## src/verilog/pcpu_pkg.sv

```systemverilog
// Shared definitions for the 16-bit five-stage pipelined processor.
// Opcodes, instruction field positions, widths and the register write classes.
package pcpu_pkg;

    localparam int DATA_W    = 16;
    localparam int ADDR_W    = 8;
    localparam int REG_SEL_W = 3;

    // Instruction fields
    localparam int OP_HI   = 15;
    localparam int OP_LO   = 11;
    localparam int R1_HI   = 10;
    localparam int R1_LO   = 8;
    localparam int R2_HI   = 6;
    localparam int R2_LO   = 4;
    localparam int R3_HI   = 2;
    localparam int R3_LO   = 0;
    localparam int IMM8_HI = 7;
    localparam int IMM8_LO = 0;
    localparam int IMM4_HI = 3;
    localparam int IMM4_LO = 0;

    localparam logic [DATA_W-1:0] NOP_WORD = '0;

    typedef enum logic [4:0] {
        NOP  = 5'b00000, HALT = 5'b00001, LOAD = 5'b00010, STORE = 5'b00011,
        SLL  = 5'b00100, SRL  = 5'b00101, ADD  = 5'b01000, ADDI  = 5'b01001,
        SUB  = 5'b01010, SUBI = 5'b01011, CMP  = 5'b01100, AND   = 5'b01101,
        OR   = 5'b01110, XOR  = 5'b01111, LDIH = 5'b10000, JUMP  = 5'b11000,
        JMPR = 5'b11001, BZ   = 5'b11010, BNZ  = 5'b11011, BN    = 5'b11100,
        BNN  = 5'b11101, BC   = 5'b11110, BNC  = 5'b11111
    } opcode_t;

    typedef enum logic {IDLE = 1'b0, EXEC = 1'b1} run_state_t;

    // ALU results that can be forwarded to decode
    function automatic logic is_arith(opcode_t op);
        case (op)
            LDIH, ADD, ADDI, SUB, SUBI, AND, OR, XOR, SLL, SRL: return 1'b1;
            default: return 1'b0;
        endcase
    endfunction

    function automatic logic writes_register(opcode_t op);
        return is_arith(op) || (op == LOAD);
    endfunction

endpackage

```

## src/verilog/operand_if.sv

```systemverilog
// Forwarding sources and register file read ports shared between stages.
// Decode reads the sources, execute and writeback drive them.
`timescale 1ns/1ps

interface operand_if import pcpu_pkg::*; #(parameter int DATA_W = 16);

    logic [DATA_W-1:0]    ex_result, mem_result, wb_result;
    logic [REG_SEL_W-1:0] ex_dest, mem_dest, wb_dest;
    logic                 ex_fwd, mem_fwd, mem_is_load, wb_fwd;
    logic [REG_SEL_W-1:0] rd_sel_a, rd_sel_b;
    logic [DATA_W-1:0]    rd_data_a, rd_data_b;

    modport decode (
        input  ex_result, ex_dest, ex_fwd,
        input  mem_result, mem_dest, mem_fwd, mem_is_load,
        input  wb_result, wb_dest, wb_fwd,
        input  rd_data_a, rd_data_b,
        output rd_sel_a, rd_sel_b
    );

    modport execute (
        output ex_result, ex_dest, ex_fwd,
        output mem_result, mem_dest, mem_fwd, mem_is_load
    );

    modport regfile (
        output wb_result, wb_dest, wb_fwd, rd_data_a, rd_data_b,
        input  rd_sel_a, rd_sel_b
    );

endinterface

```

## src/verilog/run_control.sv

```systemverilog
// Run/idle control of the pipeline.
// Starts on enable with start, stops on a retiring HALT or when enable drops.
`timescale 1ns/1ps

module run_control import pcpu_pkg::*; (
    input  logic clock,
    input  logic reset,
    input  logic enable,
    input  logic start,
    input  logic halt_retire,
    output logic run
);

    run_state_t state, next_state;

    always_ff @(posedge clock or negedge reset)
    begin
        if (!reset)
            state <= IDLE;
        else
            state <= next_state;
    end

    always_comb
    begin
        case (state)
            IDLE:    next_state = (enable && start) ? EXEC : IDLE;
            EXEC:    next_state = (!enable || halt_retire) ? IDLE : EXEC;
            default: next_state = IDLE;
        endcase
    end

    assign run = (state == EXEC);    // Gates every stage register

endmodule

```

## src/verilog/fetch_decode.sv

```systemverilog
// Fetch and decode stages: program counter, decode instruction register,
// load stall and operand selection with forwarding from the later stages.
`timescale 1ns/1ps

module fetch_decode import pcpu_pkg::*; #(
    parameter int DATA_W = 16,
    parameter int ADDR_W = 8
) (
    input  logic              clock,
    input  logic              reset,
    input  logic              run,
    input  logic              flush,
    input  logic [ADDR_W-1:0] branch_target,
    output logic [ADDR_W-1:0] pc,
    input  logic [DATA_W-1:0] i_datain,
    output logic [DATA_W-1:0] ex_ir,
    output logic [DATA_W-1:0] reg_a,
    output logic [DATA_W-1:0] reg_b,
    output logic [DATA_W-1:0] store_data,
    operand_if.decode         ops
);

    logic [DATA_W-1:0]    id_ir;
    opcode_t              id_op;
    logic [REG_SEL_W-1:0] sel_a, sel_b;
    logic [DATA_W-1:0]    opnd_a, opnd_b;
    logic [DATA_W-1:0]    imm4, imm8;
    logic [DATA_W-1:0]    next_a, next_b;

    assign id_op = opcode_t'(id_ir[OP_HI:OP_LO]);
    assign imm4  = DATA_W'(id_ir[IMM4_HI:IMM4_LO]);
    assign imm8  = DATA_W'(id_ir[IMM8_HI:IMM8_LO]);

    // Youngest producer wins, r0 is never forwarded
    function automatic logic [DATA_W-1:0] pick(input logic [REG_SEL_W-1:0] sel,
                                              input logic [DATA_W-1:0]    rf_data);
        if (sel == '0)
            return rf_data;
        if (ops.ex_fwd && (ops.ex_dest == sel))
            return ops.ex_result;
        if ((ops.mem_fwd || ops.mem_is_load) && (ops.mem_dest == sel))
            return ops.mem_result;                  // ALU result or load data
        if (ops.wb_fwd && (ops.wb_dest == sel))
            return ops.wb_result;
        return rf_data;
    endfunction

    // Source register numbers
    always_comb
    begin
        sel_a = id_ir[R2_HI:R2_LO];
        sel_b = id_ir[R3_HI:R3_LO];
        case (id_op)
            ADDI, SUBI, JMPR, BZ, BNZ, BN, BNN, BC, BNC:
                sel_a = id_ir[R1_HI:R1_LO];         // r1 is base or source
            STORE:
                sel_b = id_ir[R1_HI:R1_LO];         // Store data from r1
            default: ;
        endcase
    end

    assign ops.rd_sel_a = sel_a;
    assign ops.rd_sel_b = sel_b;

    always_comb
    begin
        opnd_a = pick(sel_a, ops.rd_data_a);
        opnd_b = pick(sel_b, ops.rd_data_b);
        case (id_op)
            LOAD, STORE, SLL, SRL:
            begin
                next_a = opnd_a;
                next_b = imm4;
            end
            ADD, SUB, CMP, AND, OR, XOR:
            begin
                next_a = opnd_a;
                next_b = opnd_b;
            end
            ADDI, SUBI, JMPR, BZ, BNZ, BN, BNN, BC, BNC:
            begin
                next_a = opnd_a;
                next_b = imm8;
            end
            LDIH, JUMP:
            begin
                next_a = '0;
                next_b = imm8;
            end
            default:
            begin
                next_a = '0;                        // NOP and HALT
                next_b = '0;
            end
        endcase
    end

    always_ff @(posedge clock or negedge reset)
    begin
        if (!reset)
        begin
            pc         <= '0;
            id_ir      <= NOP_WORD;
            ex_ir      <= NOP_WORD;
            reg_a      <= '0;
            reg_b      <= '0;
            store_data <= '0;
        end
        else if (run)
        begin
            if (flush)
            begin
                pc    <= branch_target;
                id_ir <= NOP_WORD;
            end
            else if (id_op == LOAD)
                id_ir <= NOP_WORD;                  // One bubble, pc holds
            else
            begin
                pc    <= pc + 1'b1;
                id_ir <= i_datain;
            end
            ex_ir      <= flush ? NOP_WORD : id_ir;
            reg_a      <= next_a;
            reg_b      <= next_b;
            store_data <= opnd_b;
        end
    end

endmodule

```

## src/verilog/alu.sv

```systemverilog
// Combinational ALU of the execute stage.
// The top result bit is the carry of an add or the borrow of a subtract.
`timescale 1ns/1ps

module alu import pcpu_pkg::*; #(
    parameter int DATA_W = 16
) (
    input  opcode_t           op,
    input  logic [DATA_W-1:0] a,
    input  logic [DATA_W-1:0] b,
    output logic [DATA_W:0]   result
);

    always_comb
    begin
        result = '0;
        case (op)
            // Address arithmetic shares the adder
            ADD, ADDI, LOAD, STORE, JMPR, BZ, BNZ, BN, BNN, BC, BNC:
                result = {1'b0, a} + {1'b0, b};
            SUB, SUBI, CMP:
                result = {1'b0, a} - {1'b0, b};
            AND:
                result = {1'b0, a & b};
            OR:
                result = {1'b0, a | b};
            XOR:
                result = {1'b0, a ^ b};
            SLL:
                result = {1'b0, a << b};
            SRL:
                result = {1'b0, a >> b};
            LDIH:
                result[DATA_W-1 -: 8] = b[IMM8_HI:IMM8_LO];  // Low byte to high byte
            JUMP:
                result[IMM8_HI:IMM8_LO] = b[IMM8_HI:IMM8_LO];
            default: ;                                  // NOP, HALT
        endcase
    end

endmodule

```

## src/verilog/execute_stage.sv

```systemverilog
// Execute stage: ALU, flags, store strobe and the memory-stage branch decision.
// A taken jump or branch in the memory stage flushes the younger stages.
`timescale 1ns/1ps

module execute_stage import pcpu_pkg::*; #(
    parameter int DATA_W = 16,
    parameter int ADDR_W = 8
) (
    input  logic              clock,
    input  logic              reset,
    input  logic              run,
    input  logic [DATA_W-1:0] ex_ir,
    input  logic [DATA_W-1:0] reg_a,
    input  logic [DATA_W-1:0] reg_b,
    input  logic [DATA_W-1:0] store_data,
    input  logic [DATA_W-1:0] d_datain,
    output logic [DATA_W-1:0] mem_ir,
    output logic [DATA_W-1:0] reg_c,
    output logic              zf,
    output logic              nf,
    output logic              cf,
    output logic              flush,
    output logic [ADDR_W-1:0] branch_target,
    output logic              d_we,
    output logic [DATA_W-1:0] d_dataout,
    operand_if.execute        ops
);

    opcode_t         ex_op, mem_op;
    logic [DATA_W:0] alu_out;
    logic            dw;

    assign ex_op  = opcode_t'(ex_ir[OP_HI:OP_LO]);
    assign mem_op = opcode_t'(mem_ir[OP_HI:OP_LO]);

    alu #(.DATA_W(DATA_W)) u_alu (.op(ex_op), .a(reg_a), .b(reg_b), .result(alu_out));

    always_comb
    begin
        case (mem_op)
            JUMP, JMPR: flush = 1'b1;
            BZ:         flush = zf;
            BNZ:        flush = !zf;
            BN:         flush = nf;
            BNN:        flush = !nf;
            BC:         flush = cf;
            BNC:        flush = !cf;
            default:    flush = 1'b0;
        endcase
    end

    assign branch_target = reg_c[ADDR_W-1:0];
    assign d_we          = dw && run;

    always_ff @(posedge clock or negedge reset)
    begin
        if (!reset)
        begin
            mem_ir    <= NOP_WORD;
            reg_c     <= '0;
            d_dataout <= '0;
            dw        <= 1'b0;
            {zf, nf, cf} <= 3'b000;
        end
        else if (run)
        begin
            mem_ir <= flush ? NOP_WORD : ex_ir;
            reg_c  <= alu_out[DATA_W-1:0];
            dw     <= !flush && (ex_op == STORE);   // Strobe while STORE is in memory
            if (ex_op == STORE)
                d_dataout <= store_data;
            if (!flush && (is_arith(ex_op) || ex_op == CMP) && ex_op != LDIH)
            begin
                zf <= (alu_out[DATA_W-1:0] == '0);
                nf <= alu_out[DATA_W-1];
            end
            if (!flush)
            begin
                case (ex_op)
                    ADD, ADDI, SUB, SUBI, CMP: cf <= alu_out[DATA_W];
                    AND, OR, XOR:              cf <= 1'b0;
                    default: ;                          // Shifts keep cf
                endcase
            end
        end
    end

    assign ops.ex_result   = alu_out[DATA_W-1:0];
    assign ops.ex_dest     = ex_ir[R1_HI:R1_LO];
    assign ops.ex_fwd      = is_arith(ex_op);
    assign ops.mem_is_load = (mem_op == LOAD);
    assign ops.mem_result  = ops.mem_is_load ? d_datain : reg_c;
    assign ops.mem_dest    = mem_ir[R1_HI:R1_LO];
    assign ops.mem_fwd     = is_arith(mem_op);

endmodule

```

## src/verilog/writeback_stage.sv

```systemverilog
// Memory-stage register, register file and writeback.
// Two operand read ports for decode and a third one for the debug view.
`timescale 1ns/1ps

module writeback_stage import pcpu_pkg::*; #(
    parameter int DATA_W = 16
) (
    input  logic                 clock,
    input  logic                 reset,
    input  logic                 run,
    input  logic [DATA_W-1:0]    mem_ir,
    input  logic [DATA_W-1:0]    reg_c,
    input  logic [DATA_W-1:0]    d_datain,
    output logic                 halt_retire,
    input  logic [REG_SEL_W-1:0] dbg_sel,
    output logic [DATA_W-1:0]    dbg_data,
    operand_if.regfile           ops
);

    logic [DATA_W-1:0]    wb_ir, reg_c1;
    logic [DATA_W-1:0]    gr [2**REG_SEL_W];
    opcode_t              wb_op;
    logic [REG_SEL_W-1:0] wb_dest;

    assign wb_op   = opcode_t'(wb_ir[OP_HI:OP_LO]);
    assign wb_dest = wb_ir[R1_HI:R1_LO];

    always_ff @(posedge clock or negedge reset)
    begin
        if (!reset)
        begin
            wb_ir  <= NOP_WORD;
            reg_c1 <= '0;
            for (int i = 0; i < 2**REG_SEL_W; i++)
                gr[i] <= '0;
        end
        else if (run)
        begin
            wb_ir  <= mem_ir;
            reg_c1 <= (opcode_t'(mem_ir[OP_HI:OP_LO]) == LOAD) ? d_datain : reg_c;
            if (writes_register(wb_op) && wb_dest != '0)
                gr[wb_dest] <= reg_c1;                  // r0 stays zero
        end
    end

    assign halt_retire = (wb_op == HALT);

    assign ops.wb_result = reg_c1;
    assign ops.wb_dest   = wb_dest;
    assign ops.wb_fwd    = writes_register(wb_op);
    assign ops.rd_data_a = gr[ops.rd_sel_a];
    assign ops.rd_data_b = gr[ops.rd_sel_b];
    assign dbg_data      = gr[dbg_sel];

endmodule

```

## src/verilog/pcpu.sv

```systemverilog
// Top level of the 16-bit pipelined processor.
// Wires the stages to the external memories and drives the debug output y.
`timescale 1ns/1ps

module pcpu import pcpu_pkg::*; (
    input  logic              clock,
    input  logic              reset,
    input  logic              enable,
    input  logic              start,
    input  logic [DATA_W-1:0] i_datain,
    output logic [ADDR_W-1:0] i_addr,
    input  logic [DATA_W-1:0] d_datain,
    output logic [ADDR_W-1:0] d_addr,
    output logic [DATA_W-1:0] d_dataout,
    output logic              d_we,
    input  logic [3:0]        select_y,
    output logic [DATA_W-1:0] y
);

    logic              run, flush, halt_retire;
    logic              zf, nf, cf;
    logic [ADDR_W-1:0] pc, branch_target;
    logic [DATA_W-1:0] ex_ir, mem_ir, reg_a, reg_b, reg_c, store_data, dbg_data;

    operand_if #(.DATA_W(DATA_W)) u_ops ();

    run_control u_run (.clock, .reset, .enable, .start, .halt_retire, .run);

    fetch_decode #(.DATA_W(DATA_W), .ADDR_W(ADDR_W)) u_fetch_decode (
        .clock, .reset, .run, .flush, .branch_target, .pc, .i_datain,
        .ex_ir, .reg_a, .reg_b, .store_data, .ops(u_ops.decode)
    );

    execute_stage #(.DATA_W(DATA_W), .ADDR_W(ADDR_W)) u_execute (
        .clock, .reset, .run, .ex_ir, .reg_a, .reg_b, .store_data, .d_datain,
        .mem_ir, .reg_c, .zf, .nf, .cf, .flush, .branch_target, .d_we, .d_dataout,
        .ops(u_ops.execute)
    );

    writeback_stage #(.DATA_W(DATA_W)) u_writeback (
        .clock, .reset, .run, .mem_ir, .reg_c, .d_datain, .halt_retire,
        .dbg_sel(select_y[REG_SEL_W-1:0]), .dbg_data, .ops(u_ops.regfile)
    );

    assign i_addr = pc;
    assign d_addr = reg_c[ADDR_W-1:0];                  // Address computed in execute

    // Debug view: status word, registers 1 to 7, otherwise zero
    always_comb
    begin
        y = '0;
        if (select_y == 4'd0)
        begin
            y[12]         = d_we;
            y[11]         = run;
            y[10:8]       = {zf, nf, cf};
            y[ADDR_W-1:0] = pc;
        end
        else if (select_y < 4'd8)
            y = dbg_data;
    end

endmodule

```

## config.mk

```make
export PLATFORM = sky130hd
export DESIGN_NAME = pcpu
export DESIGN_NICKNAME = d
export VERILOG_FILES = /design/src/verilog/pcpu_pkg.sv /design/src/verilog/operand_if.sv /design/src/verilog/run_control.sv /design/src/verilog/fetch_decode.sv /design/src/verilog/alu.sv /design/src/verilog/execute_stage.sv /design/src/verilog/writeback_stage.sv /design/src/verilog/pcpu.sv
export SDC_FILE = /design/constraint.sdc
export NUM_CORES = 1
export LEC_CHECK = 0
export BUFFER_PORTS_ARGS = -buffer_cell sky130_fd_sc_hd__buf_2
export CORE_MARGIN = 8
export CORE_UTILIZATION = 45
export DETAILED_ROUTE_END_ITERATION = 16
export REMOVE_ABC_BUFFERS = 1
export SYNTH_ARGS = -nofsm -noshare
export SYNTH_HDL_FRONTEND = slang
export SYNTH_SLANG_ARGS = --single-unit
```

## constraint.sdc

```tcl
create_clock -name clock -period 5.8 [get_ports clock]
set_input_delay 0.29 -clock clock [delete_from_list [all_inputs] [get_ports clock]]
set_output_delay 0.29 -clock clock [all_outputs]
set_load 0.01 [all_outputs]
```

==> flow_summary.json <==
{
  "path_max_fanout": 12,
  "power_mw": 13.44,
  "routed_wl_mm": 73.93,
  "fin_cells": 2679,
  "die_w_um": 226.9,
  "rsz0062_at_grt": "false",
  "tritoncts.num_buffers": 34,
  "power_density_nw_per_um2": 611.0,
  "drive_gt1_share_pct": 21.56,
  "grt_max_degree": 168,
  "synth-seq-area-share_pct": 34.63,
  "setup_tns_ns": 0,
  "final-setup-viol-count": 0,
  "cp.arrival_ns": 4.67,
  "ioPinCount": 89,
  "ff2ff_setup_slack_ns": 1.60,
  "clockPowerShare_pct": 14.9,
  "worstReg2RegEnd": "u_execute.zf$_DFFE_PN0P_",
  "nNetsFinal": 2156,
  "clock_sinks": 277,
  "max_slew_margin_pct": 13.25,
  "cts_tree": "built",
  "holdPathEnd": "u_run.run$_DFF_PN0_",
  "fin_crit_sh_pct": 72.49,
  "drt_pass1_iterations": 6,
  "cp_top_family": "compound AO/OA/AOI/OAI gates",
  "grt.total_usage_pct": 28.40,
  "yosys_warnings": 0,
  "hold_start": "start",
  "syn_area_um2": 20020,
  "ant_nets": 0,
  "syn_to_final_growth_pct": 9.908,
  "hold_class": "input port to flip-flop",
  "grt_pass1_wl_mm": 111.3,
  "holdWs_ns": 0.04445,
  "port_buffers": 88,
  "async_flop_share_pct": 100.0,
  "drtIter0Drc": 2014,
  "layout_min_cycle_time_ns": 4.204,
  "critPathSlowestCell": "nor4b_1",
  "skew_ns": 0.03449,
  "maxSlewViolCount": 0,
  "vdd_drop_max_uv": 281.4,
  "post-place-ws_ns": 1.689,
  "r2r_start": "u_fetch_decode.reg_b[0]$_DFFE_PN0P_",
  "swShare_pct": 49.24,
  "status": "finished clean",
  "start_util_pct": 45.46,
  "cts_resized": 0,
  "cap_violations": 0,
  "ys.flop_type": "dfrtp_1",
  "diodes": 0,
  "yosys.cell_types.count": 84,
  "htreeDepth": 2,
  "worst_pin_slew_ns": 1.296,
  "final_cell_mix": "dfrtp_1, nand2_1, nor2_1",
  "power_frac_comb_pct": 56.0,
  "num_vias": 17620,
  "holdPathStages": 3,
  "postSynthCellCount": 2087,
  "ys_seq_elements": 277,
  "post-dp-hpwl_mm": 52.71,
  "intPower_mw": 6.823,
  "leakage_nw": 9.335,
  "final_common_cell": "dfrtp_1",
  "cp-end-kind": "flip-flop",
  "place_inst": 2604,
  "viasPerCell": 6.577,
  "setup_ws_ns": 1.596,
  "switching_power_mw": 6.618,
  "drc": 0,
  "clk_latency_ns": 0.56,
  "criticalPathCategory": "flip-flop to flip-flop",
  "grt_pass1_vias": 17420,
  "overflow": 0,
  "crit_buf_inv": 0,
  "die_h_um": 226.9,
  "place_congestion": 1.060,
  "worst_setup_path_start_kind": "flip-flop",
  "syn-mean-instance-area_um2": 9.591,
  "reg2reg_depth": 10,
  "max_freq_ghz": 0.2379,
  "row_count": 77,
  "core_area_um2": 44030,
  "wl_per_cell_um": 27.60,
  "cts-root-buf": "clkbuf_16",
  "synth_edf_count": 0,
  "slowest_delay_ns": 0.78,
  "dieArea_um2": 51480,
  "antenna_found_initial": 1,
  "path_cells": "ha_1 -> fa_1 -> a211oi_1 -> o21ai_0 -> a31oi_1 -> a2111oi_0 -> nor4b_1 -> nand4_1 -> nor4_1 -> a32o_1",
  "crit_required_ns": 6.27,
  "clk_pin_slew_worst_paths_ns": 0.06,
  "p_seq_share_pct": 29.1,
  "hold_viol": 0,
  "clockBufferDepth": 3
}
[Yosys cell counts (all sizes together), types with 30 or more instances]
library cell / n / area share, %
clkbuf: 136 / 2.6
mux2: 155 / 8.7
nand2: 200 / 3.8
ha: 49 / 3.1
a211oi: 30 / 1.2
inv: 65 / 1.2
buf: 71 / 1.8
o21ai: 111 / 2.8
nor2: 158 / 3.0
nor3: 30 / 0.75
a21oi: 111 / 2.8
nand3: 49 / 1.2
mux2i: 109 / 5.5
mux4: 84 / 9.5
dfrtp: 277 / 35
[what timing repair did]
| action | CTS | global route |
|---|---|---|
| hold endpoints to repair | 126 | 0 |
| hold buffers | 17 | 0 |
| buffers inserted | 0 | 0 |
[routing by layer]
layer / share of wire (%) / vias up / wire, µm / GRT usage, %
met2: 46 / 860 / 34020 / 45.64
met5: 0 / - / 0 / 0
met1: 42 / 8854 / 30750 / 37.61
met4: 4.6 / 0 / 3432 / 11.75
li1: - / 7742 / - / -
met3: 7.7 / 164 / 5728 / 5.044
[power groups by stage]
stage,Clock (mW),Combinational (mW),Sequential (mW)
floorplan,0,4.83,3.54
global placement,0,7.31,3.85
detailed placement,0,7.33,3.89
CTS,2.05,7.38,3.86
global route,2.13,8.06,4.00
finish,2.01,7.52,3.91
[worst reg2reg max path: stages (launching register included)]
cell and delay [ns]:
dfrtp_1 0.54, ha_1 0.33, fa_1 0.44, a211oi_1 0.40
o21ai_0 0.16, a31oi_1 0.57, a2111oi_0 0.14, nor4b_1 0.78
nand4_1 0.28, nor4_1 0.28, a32o_1 0.21
[flip-flops by register name, indices dropped and copies added (netlist names), 8 cells and up]
| register | flops |
|---|---|
| u_fetch_decode.reg_b | 16 |
| u_execute.d_dataout | 16 |
| u_fetch_decode.pc | 8 |
| u_execute.mem_ir | 8 |
| u_writeback.wb_ir | 8 |
| u_writeback.ops.wb_result | 16 |
| u_fetch_decode.reg_a | 16 |
| u_writeback.gr | 128 |
| u_fetch_decode.id_ir | 16 |
| u_fetch_decode.store_data | 16 |
| u_execute.reg_c | 16 |
| u_fetch_decode.ex_ir | 8 |
[cell families after synthesis]
kind of cell | share of synthesized area [%]
buffers and inverters | 5.595
xor gates and xnor gates | 1.006
muxes | 23.74
AOI/OAI and AO/OA | 17.72
adders and majority gates | 3.263
DFF | 34.63
and+or+nand+nor | 14.05
[area by class of cell]
cell class	instances	area [µm²]
Fill cell	4104	22030
Multi-Input combinational cell	1537	12080
Sequential cell	277	6937
Clock buffer	50	970.9
Timing Repair Buffer	149	963.4
Tap cell	592	740.7
Inverter	66	247.7
Clock inverter	8	63.81
[per-stage QoR]
step                      util [%]  cell area [µm²]
after global routing         49.96            22000
after CTS                    49.96            22000
after global placement       47.23            20790
after detailed placement     47.23            20790
final                        49.96            22000
after floorplan                  -            19140
[worst max-delay path by stage]
stage / from / to / slack (ns) / cells after the start
after global routing: u_fetch_decode.reg_a[3]$_DFFE_PN0P_ / u_execute.zf$_DFFE_PN0P_ / 1.35 / 11
after global placement: u_fetch_decode.reg_a[7]$_DFFE_PN0P_ / u_execute.zf$_DFFE_PN0P_ / 1.67 / 11
final: u_fetch_decode.reg_b[0]$_DFFE_PN0P_ / u_execute.zf$_DFFE_PN0P_ / 1.60 / 10
after detailed placement: u_fetch_decode.reg_a[7]$_DFFE_PN0P_ / u_execute.zf$_DFFE_PN0P_ / 1.69 / 11
after floorplan: u_fetch_decode.id_ir[13]$_DFFE_PN0P_ / u_fetch_decode.reg_a[2]$_DFFE_PN0P_ / -0.78 / 9
after CTS: u_fetch_decode.reg_a[7]$_DFFE_PN0P_ / u_execute.zf$_DFFE_PN0P_ / 1.66 / 11
Note: power is estimated with default switching activity, not from simulation.
